### config.mk
export PLATFORM = sky130hd
export DESIGN_NAME = imm_gen
export DESIGN_NICKNAME = d
export VERILOG_FILES = /design/src/design/cpu_config.svh /design/src/design/cpu_pkg.sv /design/src/design/imm_gen.sv
export SDC_FILE = /design/constraint.sdc
export NUM_CORES = 1
export LEC_CHECK = 0
export BUFFER_PORTS_ARGS = -buffer_cell sky130_fd_sc_hd__buf_2
export CAP_MARGIN = 20
export CORE_MARGIN = 2
export CORE_UTILIZATION = 36
export DETAILED_ROUTE_END_ITERATION = 12
export GPL_TIMING_DRIVEN = 0
export PLACE_DENSITY = 0.85
export RECOVER_POWER = 100
export SLEW_MARGIN = 20
export SYNTH_ARGS = -nofsm -noshare
export SYNTH_HDL_FRONTEND = slang
export SYNTH_SLANG_ARGS = --single-unit
### constraint.sdc
create_clock -name vclk -period 0.9
set_input_delay 0.09 -clock vclk [all_inputs]
set_output_delay 0.09 -clock vclk [all_outputs]
set_load 0.02 [all_outputs]
### src/design/cpu_config.svh
`ifndef CPU_CONFIG_SVH
`define CPU_CONFIG_SVH

// First fetch address after reset
`define CPU_RESET_PC 32'h0000_0000

// Word address widths of the two memories
`define CPU_IMEM_AW 10
`define CPU_DMEM_AW 10

// The one CSR the core implements, visible at the top ports
`define CPU_CSR_TOHOST 12'h51E

`endif

### src/design/cpu_pkg.sv
package cpu_pkg;

    // RV32I major opcodes used by the core
    typedef enum logic [6:0] {
        OP_LOAD   = 7'b0000011,
        OP_IMM    = 7'b0010011,
        OP_AUIPC  = 7'b0010111,
        OP_STORE  = 7'b0100011,
        OP_REG    = 7'b0110011,
        OP_LUI    = 7'b0110111,
        OP_BRANCH = 7'b1100011,
        OP_JALR   = 7'b1100111,
        OP_JAL    = 7'b1101111,
        OP_SYSTEM = 7'b1110011
    } opcode_e;

    typedef enum logic [3:0] {
        ALU_ADD, ALU_SUB, ALU_SLL, ALU_SLT, ALU_SLTU, ALU_XOR,
        ALU_SRL, ALU_SRA, ALU_OR, ALU_AND, ALU_PASS_B
    } alu_op_e;

    typedef enum logic [2:0] {IMM_I, IMM_S, IMM_B, IMM_U, IMM_J} imm_sel_e;

    typedef enum logic [1:0] {WB_LOAD, WB_ALU, WB_PC4} wb_sel_e;

    typedef enum logic [1:0] {SIZE_BYTE, SIZE_HALF, SIZE_WORD} mem_size_e;

    typedef struct packed {
        logic [6:0] funct7;
        logic [4:0] rs2;
        logic [4:0] rs1;
        logic [2:0] funct3;
        logic [4:0] rd;
        opcode_e    opcode;
    } r_fmt_t;

    typedef struct packed {
        logic [11:0] imm;      // Also the CSR number for SYSTEM
        logic [4:0]  rs1;
        logic [2:0]  funct3;
        logic [4:0]  rd;
        opcode_e     opcode;
    } i_fmt_t;

    typedef struct packed {
        logic [6:0] imm_11_5;
        logic [4:0] rs2;
        logic [4:0] rs1;
        logic [2:0] funct3;
        logic [4:0] imm_4_0;
        opcode_e    opcode;
    } s_fmt_t;

    typedef struct packed {
        logic       imm_12;
        logic [5:0] imm_10_5;
        logic [4:0] rs2;
        logic [4:0] rs1;
        logic [2:0] funct3;
        logic [3:0] imm_4_1;
        logic       imm_11;
        opcode_e    opcode;
    } b_fmt_t;

    typedef struct packed {
        logic [19:0] imm_31_12;
        logic [4:0]  rd;
        opcode_e     opcode;
    } u_fmt_t;

    typedef struct packed {
        logic       imm_20;
        logic [9:0] imm_10_1;
        logic       imm_11;
        logic [7:0] imm_19_12;
        logic [4:0] rd;
        opcode_e    opcode;
    } j_fmt_t;

    // One instruction word, seen through each encoding
    typedef union packed {
        r_fmt_t r_fmt;
        i_fmt_t i_fmt;
        s_fmt_t s_fmt;
        b_fmt_t b_fmt;
        u_fmt_t u_fmt;
        j_fmt_t j_fmt;
    } inst_u;

    localparam logic [31:0] NOP_INST = 32'h0000_0013;  // addi x0, x0, 0

endpackage

### src/design/imm_gen.sv
`timescale 1ns/10ps

module imm_gen (
    input  cpu_pkg::inst_u    inst,
    input  cpu_pkg::imm_sel_e imm_sel,
    output logic [31:0]       imm
);

    always_comb begin
        case (imm_sel)
            cpu_pkg::IMM_S:
                imm = {{20{inst.s_fmt.imm_11_5[6]}}, inst.s_fmt.imm_11_5,
                       inst.s_fmt.imm_4_0};
            cpu_pkg::IMM_B:
                imm = {{19{inst.b_fmt.imm_12}}, inst.b_fmt.imm_12, inst.b_fmt.imm_11,
                       inst.b_fmt.imm_10_5, inst.b_fmt.imm_4_1, 1'b0};
            cpu_pkg::IMM_U:
                imm = {inst.u_fmt.imm_31_12, 12'd0};  // Upper 20 bits
            cpu_pkg::IMM_J:
                imm = {{11{inst.j_fmt.imm_20}}, inst.j_fmt.imm_20, inst.j_fmt.imm_19_12,
                       inst.j_fmt.imm_11, inst.j_fmt.imm_10_1, 1'b0};
            default:
                imm = {{20{inst.i_fmt.imm[11]}}, inst.i_fmt.imm};
        endcase
    end

endmodule

==> impl_metrics.json <==
{
  "grt_max_degree": 11,
  "yosysTopAreaCell": "a21o_1",
  "synth_top_area_share_pct": 14.0,
  "drc": 0,
  "gr-total-overflow": 0,
  "antenna_found_initial": 0,
  "drv_cap": 0,
  "synth-seq-area-share_pct": 0,
  "hold_viol": 0,
  "drtAntennaViolNets": 0,
  "syn_inst": 90,
  "fin_crit_sh_pct": 129,
  "fin_setup_tns_ns": -5.64,
  "first_pass_iters": 5,
  "violations": "setup timing",
  "grt_usage_pct": 23.7,
  "hold_class": "primary input to primary output",
  "relSlewSlack_pct": 80.8,
  "maxSlewViolCount": 0,
  "nets": 191,
  "p_per_area_nw_per_um2": 702,
  "grt_pass1_wl_mm": 3.60,
  "post-place-ws_ns": -0.504,
  "drive_gt1_share_pct": 66.2,
  "initial_core_util_pct": 38.8,
  "wl_mm": 3.19,
  "die_w_um": 44.5,
  "final_cell_mix": "28 x buf_2, 24 x buf_4, 16 x buf_6, 9 x a21o_1, 8 x o22ai_1",
  "critPathMaxStageDelay_ns": 0.25,
  "antenna_cells": 0,
  "crit_fanout": 10,
  "design_power_total_uw": 900,
  "first_iter_violations": 22,
  "synth_warnings": 0,
  "port_buffers": 60,
  "die-area_sq_um": 1980,
  "num_rows": 14,
  "grt_pass1_vias": 821,
  "worstSetupEndpointType": "primary output",
  "die_h_um": 44.5,
  "nClkBuffers": 0,
  "pin_count": 67,
  "viasPerCell": 6.09,
  "hpwl_mm": 1.64,
  "ys_types": 25,
  "core-area_sq_um": 1520,
  "wl_per_cell_um": 18.8,
  "seq_cell_count": 0,
  "ys_top_cells_by_area": "a21o_1 14%, a211oi_1 10%, nor2b_1 8.5%",
  "critPathRequiredTime_ns": 0.81,
  "path_class": "primary input to primary output",
  "worst_pin_slew_ns": 0.288,
  "status": "finished, violations left",
  "arrival_ns": 1.07,
  "ir_worst_vdd_mv": 0.388,
  "fin_ws_ns": -0.260,
  "max_freq_mhz": 862,
  "gp_congestion": 0.809,
  "crit_slowest_cell": "and3b_2",
  "crit_path_frequent_cell": "buf_6",
  "min-delay-start": "inst[28]",
  "crit_path_start_kind": "primary input",
  "p_leak_nw": 0.666,
  "final_common_cell": "buf_2",
  "avgSynthCellArea_sq_um": 6.58,
  "regArea_sq_um": 0,
  "hold_depth": 3,
  "min_to": "imm[28]",
  "syn_area_sq_um": 592,
  "rsz0062_at_grt": "yes",
  "area_growth_pct": 116,
  "crit_start": "imm_sel[1]",
  "crit_chain": "buf_8, and3b_2, nor2b_2, buf_6, a21o_1, buf_6",
  "finalSetupViolCount": 31,
  "num_vias": 1035,
  "synth_fp_nets": 125,
  "min_period_ns": 1.16
}
## Yosys cell counts, drive strengths merged, types with 2 or more instances
library cell / number
o21ai: 6
clkbuf: 3
nor2b: 9
inv: 2
o22ai: 8
nand2b: 2
buf: 9
and4bb: 2
nand2: 3
nor2: 8
and3b: 4
a211oi: 8
mux2i: 2
a22o: 2
a21oi: 6
a21o: 11
## power by group
part	leakage (nW)	internal, mW	switching, mW
registers	0	0	0
clock network	0	0	0
logic	0.666	0.436	0.463
total	0.666	0.436	0.463
## per-layer routing
metal,vias up,track usage (%),wire [um]
li1,467,-,-
met1,481,25.2,1180
met2,79,49.0,1600
met3,8,2.04,339
met4,0,4.24,70
met5,-,0,0
## critical path: cells and delay by family
family          cells  cell delay (ns)
simple gates        2             0.44
buf+inv             3             0.40
compound gates      1             0.13
## repair_timing
item | 4_1_cts | 5_1_grt
hold buffers | 0 | 0
endpoints found under the setup margin | 31 | 31
setup buffers | 3 | 1
endpoints found under the hold margin | 0 | 0
cloned | 0 | 2
pin swaps | 5 | 8
gates resized for setup | 47 | 31
## worst max-delay path by stage
| stage | endpoint | cells past startpoint |
|---|---|---|
| 6_report | imm[26] | 6 |
| 5_1_grt | imm[27] | 6 |
| 4_1_cts | imm[18] | 7 |
| 3_5_place_dp | imm[12] | 6 |
| 3_3_place_gp | imm[15] | 6 |
| 2_1_floorplan | imm[12] | 4 |
## kinds of logic after synthesis
family / share of synthesized area [%]
compound gates: 47.1
simple gates: 36.2
buf+inv: 13.3
mux: 3.38
## per-stage QoR
step                utilization [%]  hold WS (ns)  cells  instance area [sq um]
floorplan                         -         0.293     90                    668
global placement               64.9         0.502    166                    988
detailed placement             64.9         0.503    166                    988
CTS                            76.1         0.493    168                   1160
global route                   84.1         0.519    170                   1280
finish                         84.1         0.498    170                   1280
## layout make-up
| type | count | area (sq um) |
|---|---|---|
| Buffer | 10 | 95.1 |
| Fill cell | 83 | 243 |
| Inverter | 2 | 7.51 |
| Multi-Input combinational cell | 76 | 634 |
| Tap cell | 16 | 20.0 |
| Timing Repair Buffer | 66 | 524 |
(Power assumes the default switching activity.)
