## config.mk

```make
export PLATFORM = sky130hd
export DESIGN_NAME = ctrl_unit
export DESIGN_NICKNAME = d
export VERILOG_FILES = /design/src/design/cpu_pkg.sv /design/src/design/ctrl_unit.sv
export VERILOG_INCLUDE_DIRS = /design/src /design/src/design
export SDC_FILE = /design/constraint.sdc
export NUM_CORES = 1
export LEC_CHECK = 0
export ABC_AREA = 0
export BUFFER_PORTS_ARGS = -buffer_cell sky130_fd_sc_hd__buf_2
export CORE_MARGIN = 4
export CORE_UTILIZATION = 27
export DETAILED_ROUTE_END_ITERATION = 16
export MAX_ROUTING_LAYER = met4
export PLACE_DENSITY = 0.89
export SLEW_MARGIN = 10
export SYNTH_ARGS = -nofsm -noshare
export SYNTH_HDL_FRONTEND = slang
export SYNTH_SLANG_ARGS = --single-unit
```

## constraint.sdc

```tcl
create_clock -name vclk -period 1.1
set_input_delay 0.055 -clock vclk [all_inputs]
set_output_delay 0.055 -clock vclk [all_outputs]
set_load 0.05 [all_outputs]
```

## src/design/cpu_config.svh

```systemverilog
`ifndef CPU_CONFIG_SVH
`define CPU_CONFIG_SVH

// First fetch address after reset
`define CPU_RESET_PC 32'h0000_0000

// Word address widths of the two memories
`define CPU_IMEM_AW 10
`define CPU_DMEM_AW 10

// The one CSR the core implements, visible at the top ports
`define CPU_CSR_TOHOST 12'h51E

`endif

```

## src/design/cpu_pkg.sv

```systemverilog
package cpu_pkg;

    // RV32I major opcodes used by the core
    typedef enum logic [6:0] {
        OP_LOAD   = 7'b0000011,
        OP_IMM    = 7'b0010011,
        OP_AUIPC  = 7'b0010111,
        OP_STORE  = 7'b0100011,
        OP_REG    = 7'b0110011,
        OP_LUI    = 7'b0110111,
        OP_BRANCH = 7'b1100011,
        OP_JALR   = 7'b1100111,
        OP_JAL    = 7'b1101111,
        OP_SYSTEM = 7'b1110011
    } opcode_e;

    typedef enum logic [3:0] {
        ALU_ADD, ALU_SUB, ALU_SLL, ALU_SLT, ALU_SLTU, ALU_XOR,
        ALU_SRL, ALU_SRA, ALU_OR, ALU_AND, ALU_PASS_B
    } alu_op_e;

    typedef enum logic [2:0] {IMM_I, IMM_S, IMM_B, IMM_U, IMM_J} imm_sel_e;

    typedef enum logic [1:0] {WB_LOAD, WB_ALU, WB_PC4} wb_sel_e;

    typedef enum logic [1:0] {SIZE_BYTE, SIZE_HALF, SIZE_WORD} mem_size_e;

    typedef struct packed {
        logic [6:0] funct7;
        logic [4:0] rs2;
        logic [4:0] rs1;
        logic [2:0] funct3;
        logic [4:0] rd;
        opcode_e    opcode;
    } r_fmt_t;

    typedef struct packed {
        logic [11:0] imm;      // Also the CSR number for SYSTEM
        logic [4:0]  rs1;
        logic [2:0]  funct3;
        logic [4:0]  rd;
        opcode_e     opcode;
    } i_fmt_t;

    typedef struct packed {
        logic [6:0] imm_11_5;
        logic [4:0] rs2;
        logic [4:0] rs1;
        logic [2:0] funct3;
        logic [4:0] imm_4_0;
        opcode_e    opcode;
    } s_fmt_t;

    typedef struct packed {
        logic       imm_12;
        logic [5:0] imm_10_5;
        logic [4:0] rs2;
        logic [4:0] rs1;
        logic [2:0] funct3;
        logic [3:0] imm_4_1;
        logic       imm_11;
        opcode_e    opcode;
    } b_fmt_t;

    typedef struct packed {
        logic [19:0] imm_31_12;
        logic [4:0]  rd;
        opcode_e     opcode;
    } u_fmt_t;

    typedef struct packed {
        logic       imm_20;
        logic [9:0] imm_10_1;
        logic       imm_11;
        logic [7:0] imm_19_12;
        logic [4:0] rd;
        opcode_e    opcode;
    } j_fmt_t;

    // One instruction word, seen through each encoding
    typedef union packed {
        r_fmt_t r_fmt;
        i_fmt_t i_fmt;
        s_fmt_t s_fmt;
        b_fmt_t b_fmt;
        u_fmt_t u_fmt;
        j_fmt_t j_fmt;
    } inst_u;

    localparam logic [31:0] NOP_INST = 32'h0000_0013;  // addi x0, x0, 0

endpackage

```

## src/design/ctrl_unit.sv

```systemverilog
`timescale 1ns/10ps
`include "cpu_config.svh"

module ctrl_unit (
    input  logic                run,
    input  cpu_pkg::inst_u      d_inst,
    input  cpu_pkg::inst_u      ex_inst,
    input  cpu_pkg::inst_u      wb_inst,
    input  logic                br_taken,
    output cpu_pkg::imm_sel_e   imm_sel,
    output logic                br_un,
    output logic                a_sel,
    output logic                b_sel,
    output cpu_pkg::alu_op_e    alu_op,
    output logic                mem_we,
    output cpu_pkg::mem_size_e  mem_size,
    output logic                ld_unsigned,
    output cpu_pkg::wb_sel_e    wb_sel,
    output logic                reg_we,
    output logic                csr_en,
    output logic                csr_imm,
    output logic                fwd_a_d,
    output logic                fwd_b_d,
    output logic                fwd_a_ex,
    output logic                fwd_b_ex,
    output logic                pc_redirect,
    output logic                inst_kill
);

    cpu_pkg::opcode_e ex_op, wb_op;
    logic [2:0]       ex_f3;
    logic [4:0]       wb_rd;
    logic             wb_fwd;

    assign ex_op = ex_inst.r_fmt.opcode;
    assign ex_f3 = ex_inst.r_fmt.funct3;
    assign wb_op = wb_inst.r_fmt.opcode;
    assign wb_rd = wb_inst.r_fmt.rd;

    // D stage
    always_comb begin
        case (d_inst.r_fmt.opcode)
            cpu_pkg::OP_STORE:                  imm_sel = cpu_pkg::IMM_S;
            cpu_pkg::OP_BRANCH:                 imm_sel = cpu_pkg::IMM_B;
            cpu_pkg::OP_LUI, cpu_pkg::OP_AUIPC: imm_sel = cpu_pkg::IMM_U;
            cpu_pkg::OP_JAL:                    imm_sel = cpu_pkg::IMM_J;
            default:                            imm_sel = cpu_pkg::IMM_I;
        endcase
    end

    // EX stage
    assign a_sel = (ex_op == cpu_pkg::OP_AUIPC) || (ex_op == cpu_pkg::OP_JAL) ||
                   (ex_op == cpu_pkg::OP_BRANCH);                // PC as operand A
    assign b_sel = (ex_op != cpu_pkg::OP_REG);
    assign br_un = ex_f3[1];                                     // BLTU, BGEU

    always_comb begin
        alu_op = cpu_pkg::ALU_ADD;  // Address and target adds
        if (ex_op == cpu_pkg::OP_LUI) begin
            alu_op = cpu_pkg::ALU_PASS_B;
        end else if (ex_op == cpu_pkg::OP_REG || ex_op == cpu_pkg::OP_IMM) begin
            case (ex_f3)
                3'b000: alu_op = (ex_op == cpu_pkg::OP_REG && ex_inst.r_fmt.funct7[5])
                                 ? cpu_pkg::ALU_SUB : cpu_pkg::ALU_ADD;
                3'b001: alu_op = cpu_pkg::ALU_SLL;
                3'b010: alu_op = cpu_pkg::ALU_SLT;
                3'b011: alu_op = cpu_pkg::ALU_SLTU;
                3'b100: alu_op = cpu_pkg::ALU_XOR;
                3'b101: alu_op = ex_inst.r_fmt.funct7[5] ? cpu_pkg::ALU_SRA : cpu_pkg::ALU_SRL;
                3'b110: alu_op = cpu_pkg::ALU_OR;
                default: alu_op = cpu_pkg::ALU_AND;
            endcase
        end
    end

    assign mem_we      = (ex_op == cpu_pkg::OP_STORE);
    assign mem_size    = cpu_pkg::mem_size_e'(ex_f3[1:0]);
    assign ld_unsigned = ex_f3[2];

    // CSRRW and CSRRWI to the tohost CSR only
    assign csr_en  = (ex_op == cpu_pkg::OP_SYSTEM) && (ex_f3[1:0] == 2'b01) &&
                     (ex_inst.i_fmt.imm == `CPU_CSR_TOHOST);
    assign csr_imm = ex_f3[2];

    assign pc_redirect = (ex_op == cpu_pkg::OP_JAL) || (ex_op == cpu_pkg::OP_JALR) || br_taken;
    assign inst_kill   = pc_redirect || !run;

    // WB stage
    always_comb begin
        case (wb_op)
            cpu_pkg::OP_LOAD:                  wb_sel = cpu_pkg::WB_LOAD;
            cpu_pkg::OP_JAL, cpu_pkg::OP_JALR: wb_sel = cpu_pkg::WB_PC4;
            default:                           wb_sel = cpu_pkg::WB_ALU;
        endcase
    end

    assign reg_we = (wb_op == cpu_pkg::OP_LUI) || (wb_op == cpu_pkg::OP_AUIPC) ||
                    (wb_op == cpu_pkg::OP_JAL) || (wb_op == cpu_pkg::OP_JALR) ||
                    (wb_op == cpu_pkg::OP_LOAD) || (wb_op == cpu_pkg::OP_IMM) ||
                    (wb_op == cpu_pkg::OP_REG);

    // Forwarding from WB, x0 never forwards
    assign wb_fwd   = reg_we && (wb_rd != 5'd0);
    assign fwd_a_d  = wb_fwd && (wb_rd == d_inst.r_fmt.rs1);
    assign fwd_b_d  = wb_fwd && (wb_rd == d_inst.r_fmt.rs2);
    assign fwd_a_ex = wb_fwd && (wb_rd == ex_inst.r_fmt.rs1);
    assign fwd_b_ex = wb_fwd && (wb_rd == ex_inst.r_fmt.rs2);

endmodule

```

==> parameters.txt <==
Parameter                              Value

Floorplan
  Initial cell density of the core ... 0.290
  Row count ... 17
  Die area ... 3270 um2
  Die height ... 57.2 um
  Count of pins on the block boundary ... 123
  Floorplan die width ... 57.2 um
  Core area ... 2250 um2

Power and ir drop
  Net switching power figure ... ~0.30 mW
  Sequential fraction of design power ... 0
  Pwr Density ... 349 nW/um2
  Internal power summed over all cells ... 0.262 mW
  Overall Power ... 0.562 mW
  Clock Power Share ... 0
  Worst supply voltage drop on vdd ... 0.000271 V
  Comb power frac ... 1.000
  Sw Ratio ... 0.534
  Static Leakage ... 0.756 nW

Routing
  Number of search-and-repair iterations in the first detailed-routing pass ... 4
  Post-route ant nets ... 0
  DRC viols ... 0
  Iteration-0 DRC Markers ... 26
  Total wire length after detailed routing ... 3300 um
  Post-DR wirelength/cell ... 14.9 um
  Via count ... 1119
  DR vias/cell ... around 5.0

Worst setup path
  Critical path destination ... fwd_a_ex
  Startpoint types ... input port
  Required time at the worst-slack endpoint ... between 1 and 1.5 ns
  Maximum single-stage delay on the critical path ... 0.52 ns
  Category of the critical setup timing path ... input port to primary output
  Worst-path maximum fanout ... 2
  Launch point of the critical path ... wb_inst[9]
  CP arrival ... 1.21 ns
  Cell-by-cell trace of the critical path ... buf_2, or4_4, o21ai_4, buf_6, nor4_4, buf_6
  Critical path endpoint category ... primary output
  Crit-path most repeated cell ... sky130_fd_sc_hd__buf_6
  Cell with the largest stage delay on the worst path ... sky130_fd_sc_hd__or4_4

Finish
  Commonest cells after routing, fill and taps aside ... sky130_fd_sc_hd__buf_2, sky130_fd_sc_hd__buf_6, sky130_fd_sc_hd__buf_4, sky130_fd_sc_hd__xnor2_1, sky130_fd_sc_hd__xor2_1
  Most frequent standard cell in the layout excluding fill and tap cells ... sky130_fd_sc_hd__buf_2
  Layout cells sized above 1 ... 0.722
  Number of nets at the end of the flow ... 294
  Layout filler cell count ... approximately 170
  Layout Utilization ... 0.714
  Number of sequential cells in the layout ... 0
  Clk_buf instances ... 0
  Antenna diodes ... 0
  Post-synthesis to final-layout area growth ... 146%
  Flip-flop and latch area ... 0 um2

GRT
  Maximum number of pins on one net before global-route repair ... 8
  Wire length of the first global-routing pass ... 5110 um
  Number of global-route vias before repair ... 1156
  Total congestion overflow after global routing ... 0
  Aggregate global-route resource usage ... 0.195
  Antenna violations before repair ... 0

Timing
  RSZ-0062 raised after global routing ... true
  Final-report max-slew violation count ... 0
  Worst hold slack across all endpoints ... 0.391 ns
  Final period util ... 1.15
  Clock period minus worst slack ... ~1.3 ns
  Worst path setup slack after routing ... -0.168 ns
  Achievable clock frequency ... 0.788 GHz
  Slew @ Worst Pin ... about 0.34 ns
  Count of final hold-check violations ... 0
  Worst slew margin ... 0.775
  Number of setup violations in the final report ... 5

Synth
  Top cells by area in the synthesized netlist ... sky130_fd_sc_hd__xnor2_1, sky130_fd_sc_hd__xor2_1, sky130_fd_sc_hd__buf_4, sky130_fd_sc_hd__nand2_1, sky130_fd_sc_hd__nand3_1
  Number of instances in the synthesized netlist ... 97
  Biggest area consumer among synthesized cells ... sky130_fd_sc_hd__xnor2_1
  Post-synthesis net count ... 195
  Area share of the largest cell type after synthesis ... 0.161
  Distinct cell type count of the synthesized netlist ... 35
  Cell Area, Synth ... about 650 um2
  Sequential-to-total area share from yosys stat ... 0
  Mean instance size in the synthesized netlist ... between 6 and 7 um2
  Synthesis Warnings ... 0

Placed design
  Detailed placer's ending HPWL ... roughly 2600 um
  Dpl ws ... -0.252 ns
  Port Buffer Count ... 83
  Final weighted congestion in routability-driven placement ... 0.855

Run status
  Result of the run ... finished, violations left
  Violations in the final reports ... negative setup slack

Job
  Reported max-cap violation count ... 0

Hold path
  Path type of the worst min-delay path ... input port to primary output
==> area by class of cell <==
| cell class | count | area [um2] | area share |
|---|---|---|---|
| repair buffers | 107 | 748 | 0.465 |
| inverters | 4 | 15.0 | 0.00933 |
| multi-input cells | 83 | 811 | 0.504 |
| well taps | 28 | 35.0 | 0.0218 |
==> power by group through the flow <==
stage | registers, mW | clock network [mW] | logic [mW]
detailed placement | 0 | 0 | 0.488
global placement | 0 | 0 | 0.475
CTS | 0 | 0 | 0.511
global route | 0 | 0 | 0.597
floorplan | 0 | 0 | 0.278
finish | 0 | 0 | 0.562
==> per-stage QoR <==
| stage | area (um2) | setup TNS [ns] | cells |
|---|---|---|---|
| finish | 1610 | -0.649 | 222 |
| global route | 1610 | -0.806 | 222 |
| CTS | 1480 | -0.614 | 221 |
| detailed placement | 1370 | -1.38 | 219 |
| global placement | 1370 | -1.16 | 219 |
| floorplan | 833 | -1.72 | 97 |
==> synth_stat cells (all sizes together), types with 2 or more instances <==
library cell	instances
xnor2	12
nand2	10
buf	8
nor3	8
xor2	8
nand3	7
nor4	5
o21ai	5
a21oi	4
inv	4
clkbuf	2
nand4	2
nand4b	2
nor2	2
nor2b	2
==> routing by layer <==
layer	global-route usage	wire [um]	share of wire	vias to the layer above
li1	-	-	-	546
met4	0	0	0	0
met5	-	0	0	-
met3	0.0294	361	0.11	0
met1	0.217	1220	0.37	503
met2	0.383	1720	0.52	70
==> worst min path at each step <==
stage,startpoint,slack [ns],end,cells after the start
6_report,run,0.39,inst_kill,3
2_1_floorplan,ex_inst[6],0.17,mem_we,1
3_5_place_dp,run,0.43,inst_kill,3
3_3_place_gp,run,0.42,inst_kill,3
5_1_grt,run,0.43,inst_kill,3
4_1_cts,run,0.43,inst_kill,3
==> worst max-delay path: cells and delay by family <==
kind                   cells  cell delay [ns]
AND/OR/NAND/NOR            2             0.56
AO/OA/AOI/OAI              1             0.18
buffers and inverters      3             0.41
==> timing repair <==
action                                  4_1_cts  5_1_grt
buffers inserted                              2        1
pin swaps                                     2        9
endpoints found under the setup margin       11       14
gates resized for setup                      27       29
hold buffers                                  0        0
==> logic make-up after synthesis <==
kind of cell | count (synthesis) | share of synthesized area
buffers and inverters | 14 | 0.134
xor gates and xnor gates | 20 | 0.268
AOI/OAI and AO/OA | 17 | 0.184
and+or+nand+nor | 46 | 0.414
Note: power is estimated with default switching activity, not from simulation.
